`config.mk`:
```
export PLATFORM = sky130hd
export DESIGN_NAME = cpuTop
export DESIGN_NICKNAME = d
export VERILOG_FILES = /design/src/rtl/cpuPkg.sv /design/src/rtl/cpuTop.sv /design/src/rtl/decodeStage.sv /design/src/rtl/execStage.sv /design/src/rtl/regFile.sv
export SDC_FILE = /design/constraint.sdc
export NUM_CORES = 2
export LEC_CHECK = 0
export ABC_CLOCK_PERIOD_IN_PS = 4900
export BUFFER_PORTS_ARGS = -buffer_cell sky130_fd_sc_hd__buf_4
export CORE_UTILIZATION = 45
export CTS_CLUSTER_DIAMETER = 60
export CTS_CLUSTER_SIZE = 10
export DETAILED_ROUTE_END_ITERATION = 6
export GPL_ROUTABILITY_DRIVEN = 0
export SLEW_MARGIN = 20
export SYNTH_ARGS = -nofsm -noshare
export SYNTH_HDL_FRONTEND = slang
export SYNTH_HIERARCHICAL = 1
export SYNTH_SLANG_ARGS = --single-unit
```
`constraint.sdc`:
```
create_clock -name clk -period 4.9 [get_ports clk]
set_input_delay 0.98 -clock clk [delete_from_list [all_inputs] [get_ports clk]]
set_output_delay 0.98 -clock clk [all_outputs]
set_load 0.02 [all_outputs]
```
`src/rtl/cpuPkg.sv`:
```
package cpuPkg;

	// ========================================
	// Basic widths
	// ========================================

	// One data word
	typedef logic [31:0] word_t;

	// Register number
	typedef logic [4:0] regAddr_t;

	// Raw instruction word
	typedef logic [31:0] instr_t;

	// Shift amount field of R-type
	typedef logic [4:0] shamt_t;

	// ========================================
	// Instruction encodings
	// ========================================

	// Opcode field values
	localparam logic [5:0] opSpecial = 6'b000000;
	localparam logic [5:0] opAddiu   = 6'b001001;
	localparam logic [5:0] opOri     = 6'b001101;
	localparam logic [5:0] opLui     = 6'b001111;

	// Funct field values under opSpecial
	localparam logic [5:0] fnAddu = 6'b100001;
	localparam logic [5:0] fnSubu = 6'b100011;
	localparam logic [5:0] fnAnd  = 6'b100100;
	localparam logic [5:0] fnOr   = 6'b100101;
	localparam logic [5:0] fnSlt  = 6'b101010;
	localparam logic [5:0] fnSll  = 6'b000000;

	// ALU operation select
	typedef enum logic [2:0] {
		aluAdd,
		aluSub,
		aluAnd,
		aluOr,
		aluSlt,
		aluSll,
		aluLui
	} aluOp_t;

	// ========================================
	// Stage payloads
	// ========================================

	// Decoded op handed from decode to execute
	typedef struct packed {
		logic     valid;
		aluOp_t   aluOp;
		word_t    opA;
		word_t    opB;
		regAddr_t dest;
	} decodedOp_t;

	// One register write, also used as forwarding source
	typedef struct packed {
		logic     valid;
		regAddr_t addr;
		word_t    data;
	} wbReq_t;

endpackage

```
`src/rtl/cpuTop.sv`:
```
`timescale 1ns/1ps

module cpuTop import cpuPkg::*; (
	input  logic     clk,
	input  logic     rst,
	input  logic     instrValid,
	input  instr_t   instr,
	output logic     wbValid,
	output regAddr_t wbAddr,
	output word_t    wbData
);

	// Register file read side
	regAddr_t rsAddr;
	regAddr_t rtAddr;
	word_t    rsData;
	word_t    rtData;

	// Stage payloads
	decodedOp_t exOp;
	wbReq_t     exFwd;
	wbReq_t     wb;

	// ========================================
	// Stages
	// ========================================

	decodeStage i_decodeStage (
		.clk        (clk),
		.rst        (rst),
		.instrValid (instrValid),
		.instr      (instr),
		.rsAddr     (rsAddr),
		.rtAddr     (rtAddr),
		.rsData     (rsData),
		.rtData     (rtData),
		.exFwd      (exFwd),
		.wb         (wb),
		.exOp       (exOp)
	);

	regFile i_regFile (
		.clk    (clk),
		.rst    (rst),
		.rsAddr (rsAddr),
		.rtAddr (rtAddr),
		.rsData (rsData),
		.rtData (rtData),
		.wb     (wb)
	);

	execStage i_execStage (
		.clk   (clk),
		.rst   (rst),
		.exOp  (exOp),
		.exFwd (exFwd),
		.wb    (wb)
	);

	// Write report at the ports
	assign wbValid = wb.valid;
	assign wbAddr  = wb.addr;
	assign wbData  = wb.data;

endmodule

```
`src/rtl/decodeStage.sv`:
```
`timescale 1ns/1ps

module decodeStage import cpuPkg::*; (
	input  logic       clk,
	input  logic       rst,
	input  logic       instrValid,
	input  instr_t     instr,
	output regAddr_t   rsAddr,
	output regAddr_t   rtAddr,
	input  word_t      rsData,
	input  word_t      rtData,
	input  wbReq_t     exFwd,
	input  wbReq_t     wb,
	output decodedOp_t exOp
);

	// Decode register
	logic   decValid;
	instr_t decInstr;

	// Field split
	logic [5:0]  opcode;
	logic [5:0]  funct;
	regAddr_t    rsField;
	regAddr_t    rtField;
	regAddr_t    rdField;
	shamt_t      shamtField;
	logic [15:0] imm;

	// Decoder results
	logic     known;
	logic     useImm;
	logic     useShamt;
	aluOp_t   aluOp;
	regAddr_t dest;
	word_t    immExt;

	// Operands after forwarding
	word_t      rsFwd;
	word_t      rtFwd;
	decodedOp_t decOp;

	// Newest producer wins, register file last
	function automatic word_t fwdSelect(input regAddr_t src, input word_t rfData,
		input wbReq_t exSrc, input wbReq_t wbSrc);
		word_t val;
		val = rfData;
		if (exSrc.valid && exSrc.addr == src) begin
			val = exSrc.data;
		end else if (wbSrc.valid && wbSrc.addr == src) begin
			val = wbSrc.data;
		end
		return val;
	endfunction

	// ========================================
	// Decode register
	// ========================================

	always_ff @(posedge clk) begin
		if (rst) begin
			decValid <= 1'b0;
		end else begin
			decValid <= instrValid;
		end
		decInstr <= instr;
	end

	assign opcode     = decInstr[31:26];
	assign rsField    = decInstr[25:21];
	assign rtField    = decInstr[20:16];
	assign rdField    = decInstr[15:11];
	assign shamtField = decInstr[10:6];
	assign funct      = decInstr[5:0];
	assign imm        = decInstr[15:0];

	// Read ports straight from the fields
	assign rsAddr = rsField;
	assign rtAddr = rtField;

	// ========================================
	// Decoder and immediate extension
	// ========================================

	always_comb begin
		known    = 1'b1;
		useImm   = 1'b0;
		useShamt = 1'b0;
		aluOp    = aluAdd;
		dest     = rdField;
		immExt   = '0;
		case (opcode)
			opSpecial: begin
				// R-type writes rd
				case (funct)
					fnAddu: aluOp = aluAdd;
					fnSubu: aluOp = aluSub;
					fnAnd:  aluOp = aluAnd;
					fnOr:   aluOp = aluOr;
					fnSlt:  aluOp = aluSlt;
					fnSll: begin
						aluOp    = aluSll;
						useShamt = 1'b1;
					end
					default: known = 1'b0;
				endcase
			end
			opAddiu: begin
				aluOp  = aluAdd;
				useImm = 1'b1;
				dest   = rtField;
				// Sign extended
				immExt = {{16{imm[15]}}, imm};
			end
			opOri: begin
				aluOp  = aluOr;
				useImm = 1'b1;
				dest   = rtField;
				immExt = {16'd0, imm};
			end
			opLui: begin
				// ALU moves it to the upper half
				aluOp  = aluLui;
				useImm = 1'b1;
				dest   = rtField;
				immExt = {16'd0, imm};
			end
			default: known = 1'b0;
		endcase
	end

	// Source 0 never matches a forward, regFile returns zero
	assign rsFwd = fwdSelect(rsField, rsData, exFwd, wb);
	assign rtFwd = fwdSelect(rtField, rtData, exFwd, wb);

	// Unknown op or write to $0 becomes a bubble
	assign decOp.valid = decValid && known && (dest != '0);
	assign decOp.aluOp = aluOp;
	assign decOp.opA   = useShamt ? {27'd0, shamtField} : rsFwd;
	assign decOp.opB   = useImm ? immExt : rtFwd;
	assign decOp.dest  = dest;

	// ========================================
	// Decode to execute register
	// ========================================

	always_ff @(posedge clk) begin
		if (rst) begin
			exOp.valid <= 1'b0;
		end else begin
			exOp.valid <= decOp.valid;
		end
		exOp.aluOp <= decOp.aluOp;
		exOp.opA   <= decOp.opA;
		exOp.opB   <= decOp.opB;
		exOp.dest  <= decOp.dest;
	end

	// No live op ever targets $0
	assert property (@(posedge clk) disable iff (rst) exOp.valid |-> exOp.dest != '0);

endmodule

```
`src/rtl/execStage.sv`:
```
`timescale 1ns/1ps

module execStage import cpuPkg::*; (
	input  logic       clk,
	input  logic       rst,
	input  decodedOp_t exOp,
	output wbReq_t     exFwd,
	output wbReq_t     wb
);

	// Shift count from low bits of opA
	shamt_t shiftAmt;

	// ALU output
	word_t aluResult;

	assign shiftAmt = exOp.opA[4:0];

	// ========================================
	// ALU
	// ========================================

	always_comb begin
		case (exOp.aluOp)
			// Wrapping, no overflow trap
			aluAdd: aluResult = exOp.opA + exOp.opB;
			aluSub: aluResult = exOp.opA - exOp.opB;
			aluAnd: aluResult = exOp.opA & exOp.opB;
			aluOr:  aluResult = exOp.opA | exOp.opB;
			aluSlt: begin
				// Signed compare
				if ($signed(exOp.opA) < $signed(exOp.opB)) begin
					aluResult = 32'd1;
				end else begin
					aluResult = 32'd0;
				end
			end
			aluSll: aluResult = exOp.opB << shiftAmt;
			// Immediate into upper half
			aluLui: aluResult = {exOp.opB[15:0], 16'd0};
			default: aluResult = '0;
		endcase
	end

	// ========================================
	// Forward and writeback
	// ========================================

	// Same-cycle result for the decode operand mux
	assign exFwd.valid = exOp.valid;
	assign exFwd.addr  = exOp.dest;
	assign exFwd.data  = aluResult;

	// Writeback register feeds regFile, decode and ports
	always_ff @(posedge clk) begin
		if (rst) begin
			wb.valid <= 1'b0;
		end else begin
			wb.valid <= exFwd.valid;
		end
		wb.addr <= exFwd.addr;
		wb.data <= exFwd.data;
	end

	// Decoder only issues known ALU ops
	assert property (@(posedge clk) disable iff (rst)
		exOp.valid |-> exOp.aluOp inside {aluAdd, aluSub, aluAnd, aluOr, aluSlt, aluSll, aluLui});

endmodule

```
`src/rtl/regFile.sv`:
```
`timescale 1ns/1ps

module regFile import cpuPkg::*; (
	input  logic     clk,
	input  logic     rst,
	input  regAddr_t rsAddr,
	input  regAddr_t rtAddr,
	output word_t    rsData,
	output word_t    rtData,
	input  wbReq_t   wb
);

	// Architectural registers
	word_t regs [0:31];

	// ========================================
	// Write port
	// ========================================

	always_ff @(posedge clk) begin
		if (rst) begin
			for (int i = 0; i < 32; i++) begin
				regs[i] <= '0;
			end
		end else if (wb.valid) begin
			regs[wb.addr] <= wb.data;
		end
	end

	// ========================================
	// Read ports
	// ========================================

	// Combinational read, $0 hardwired
	assign rsData = (rsAddr == '0) ? '0 : regs[rsAddr];
	assign rtData = (rtAddr == '0) ? '0 : regs[rtAddr];

	// Decoder drops $0 writes upstream
	assert property (@(posedge clk) disable iff (rst) wb.valid |-> wb.addr != '0);

endmodule

```
==> summary.md <==
| Metric | Value |
|---|---|
| Die Area | `149000 um2` |
| Remaining design rule violation count | `0` |
| Slowest cell delay on critical path | `0.70 ns` |
| Aggregate global routing overflow | `0` |
| Antenna violations before repair | `20` |
| Cells after synthesis | `5029` |
| Number of flops mapped to enable cells by yosys | `1024` |
| Crit path buf inv count | `2` |
| Root Driver | `sky130_fd_sc_hd__clkbuf_16` |
| Final worst path period share | `86.8%` |
| Cell class contributing the biggest share of worst-path delay | `compound AO/OA/AOI/OAI gates` |
| Most area-hungry cell type in the Yosys netlist | `sky130_fd_sc_hd__edfxtp_1` |
| Flip-flop cell with the highest count after synthesis | `sky130_fd_sc_hd__edfxtp_1` |
| Highest clock frequency the design can meet | `0.235 GHz` |
| Type of the setup path with the least slack | `flip-flop to flip-flop` |
| Startpoint type of the worst setup path | `flip-flop` |
| Area growth syn-to-layout | `11.0%` |
| Slowest cell on crit path | `sky130_fd_sc_hd__o41ai_1` |
| Leak Pwr | `27.1 nW` |
| IO Port Bufs | `72` |
| Synthesized area | `66400 um2` |
| Transition time at the pin with the least slew margin | `1.26 ns` |
| Die Height | `386 um` |
| Share of flip-flops with an asynchronous set or reset after synthesis | `0%` |
| Most numerous cell in the Yosys netlist | `sky130_fd_sc_hd__and2_1` |
| Total clock buffers created by CTS | `142` |
| Later-pin clock latency in the skew report | `0.79 ns` |
| TritonCTS clock tree | `yes` |
| Sinks on Clock Net | `1168` |
| Number of warning messages in the yosys log | `6` |
| Number of rows created at floorplan | `140` |
| Total power after layout | `27.8 mW` |
| Synthesized netlist net count | `5166` |
| Layout cell share with drive strength beyond 1 | `22.8%` |
| Clock transition time at the flip-flop clock pins of the worst setup and hold paths | `0.06 ns` |
| Status | `finished, final reports clean` |
| Tightest slew margin relative to the limit | `16.0%` |
| Worst voltage drop across the vdd grid | `252 uV` |
| Overall Global Routing Usage | `31.9%` |
| Final ANT Viol Nets | `0` |
| Unrepaired setup endpoints after global routing | `no` |
| Vias in the first global route | `44900` |
| Final Setup Violations | `0` |
| Fraction of post-synthesis cell area in the top cell type by area | `46.3%` |
| Num ports | `73` |
| Via density per instance | `6.62` |
| Count of buffers added by post-CTS timing repair for setup | `0` |
| Post-Route Skew | `0.0357 ns` |
| Core footprint | `146000 um2` |
| Endpoint kind of the worst setup timing path | `flip-flop` |
| Total number of nets in the final design | `5127` |
| Total number of H-tree levels | `4` |
| Max-slew violation total from the final report | `0` |
| Routed wire per std cell | `34.0 um` |
| Yosys cell types | `97` |
| Width of the die | `386 um` |
| Final critical path time including I/O delays and setup | `4.25 ns` |
| Final setup margin | `0.648 ns` |
| CTS Hold Bufs | `0` |
| Final hold violation count | `0` |
| Starting DRC count in detailed routing | `6182` |
| Share of synthesized area occupied by flip-flops and latches | `50.7%` |
| Pre-CTS setup slack | `0.799 ns` |
| Resized cells post-CTS | `0` |
| Min-Delay Path Class | `input port to flip-flop` |
| Total number of vias | `46300` |
| Post-Route Setup TNS | `0 ns` |
| CP max FO | `31` |
| Number of buffers on the longest clock path | `3` |
| Top cells by count, synth | `sky130_fd_sc_hd__and2_1, sky130_fd_sc_hd__edfxtp_1, sky130_fd_sc_hd__mux4_2, sky130_fd_sc_hd__clkbuf_1, sky130_fd_sc_hd__mux2i_1` |
| Required time of the critical path | `5.55 ns` |
| First-pass iteration count of the detailed router | `6` |
| First-pass GRT wire length | `336 mm` |
| Most area-consuming cells after synthesis | `sky130_fd_sc_hd__edfxtp_1, sky130_fd_sc_hd__mux4_2, sky130_fd_sc_hd__and2_1` |
| Post-synthesis area per instance | `13.2 um2` |
| Yosys reg bits | `1168` |
| CP Data Arrival Time | `4.90 ns` |
| Number of max-cap violations | `0` |
| Pwr dens | `378 nW/um2` |
| Crit path cell chain | `buf_4 -> ha_1 -> inv_1 -> fa_1 -> nor2b_1 -> o31a_1 -> o21ai_0 -> a31oi_1 -> a21oi_1 -> o41ai_1 -> mux2i_1 -> nand4_1 -> a221o_1` |
| Pin count of the biggest net entering global routing | `66` |
| Starting utilization of the core area | `45.4%` |
| Final WL | `238 mm` |
| HPWL after detailed placement | `151 mm` |
==> report_power, final <==
group          switching (mW)  total (mW)  internal, mW  leakage, nW
clock network            4.14        9.80          5.66         2.02
registers               0.562        11.9          11.3         11.8
logic                    4.16        6.18          2.01         13.3
==> cell families after synthesis <==
logic type	count (synthesis)	synth area share, %
AO/OA/AOI/OAI	714	7.73
XOR/XNOR	40	0.528
adder cells (fa/ha/maj)	102	1.95
buffers and inverters	610	4.19
flip-flops	1168	50.7
multiplexers	770	20.8
AND/OR/NAND/NOR	1625	14.1
==> worst reg2reg max path, cell delays in order, from the launching register on <==
cell and delay, ns:
sky130_fd_sc_hd__dfxtp_1 0.33, sky130_fd_sc_hd__buf_4 0.39, sky130_fd_sc_hd__ha_1 0.30, sky130_fd_sc_hd__inv_1 0.09, sky130_fd_sc_hd__fa_1 0.38, sky130_fd_sc_hd__nor2b_1 0.19, sky130_fd_sc_hd__o31a_1 0.29, sky130_fd_sc_hd__o21ai_0 0.24
sky130_fd_sc_hd__a31oi_1 0.27, sky130_fd_sc_hd__a21oi_1 0.17, sky130_fd_sc_hd__o41ai_1 0.70, sky130_fd_sc_hd__mux2i_1 0.25, sky130_fd_sc_hd__nand4_1 0.16, sky130_fd_sc_hd__a221o_1 0.37
==> layer usage <==
layer / global-route usage, % / vias to the layer above / wire [um]
met5: 0 / - / 41
met4: 17.6 / 6 / 14100
met3: 6.22 / 547 / 24300
met2: 47.7 / 3014 / 106000
met1: 43.6 / 23700 / 93200
li1: - / 19000 / -
==> through the flow <==
stage	cell area (um2)	hold WS (ns)	utilization [%]	std cells
floorplan	66400	0.332	-	5029
global placement	69500	0.380	47.5	6763
detailed placement	69500	0.381	47.5	6763
CTS	73600	0.250	50.4	6987
global route	73600	0.276	50.4	6994
finish	73600	0.293	50.4	6997
==> layout by cell type (no fill, tap or decap), types with 100 or more instances in the layout <==
cell	Yosys	routed
sky130_fd_sc_hd__a21oi_1	117	117
sky130_fd_sc_hd__edfxtp_1	1024	1024
sky130_fd_sc_hd__inv_1	102	101
sky130_fd_sc_hd__mux2i_1	230	230
sky130_fd_sc_hd__mux4_2	484	484
sky130_fd_sc_hd__and2_1	1034	1031
sky130_fd_sc_hd__dfxtp_1	144	133
sky130_fd_sc_hd__nor2_1	208	175
sky130_fd_sc_hd__ha_1	100	100
sky130_fd_sc_hd__clkbuf_16	0	148
sky130_fd_sc_hd__o22ai_1	118	118
sky130_fd_sc_hd__nand2_1	116	116
sky130_fd_sc_hd__buf_4	64	292
==> flip-flops by register name, indices dropped and copies added (netlist names) <==
register / flops
i_regFile/regs: 1024
i_decodeStage/exOp: 73
i_execStage/wb: 38
i_decodeStage/decInstr: 32
i_decodeStage/decValid: 1
==> final timing paths <==
check | start | end | slack (ns) | cells past startpoint
min reg2reg | i_decodeStage/exOp[4] | i_execStage/wb[36] | 0.39 | 0
max reg2reg | i_decodeStage/exOp[37] | i_decodeStage/exOp[35] | 0.65 | 13
max | i_decodeStage/exOp[37] | i_decodeStage/exOp[35] | 0.65 | 13
min | instr[15] | i_decodeStage/decInstr[15] | 0.29 | 1
==> final cells by class <==
cell class	count	area, um2
fillers	12400	72400
flip-flops and latches	1168	33700
multi-input cells	3251	30200
well taps	1917	2400
clock buffers	204	3950
inverters	105	394
repair buffers	322	2790
diodes	10	25.0
clock inverters	20	206
Power figures use the tool's default switching activity.
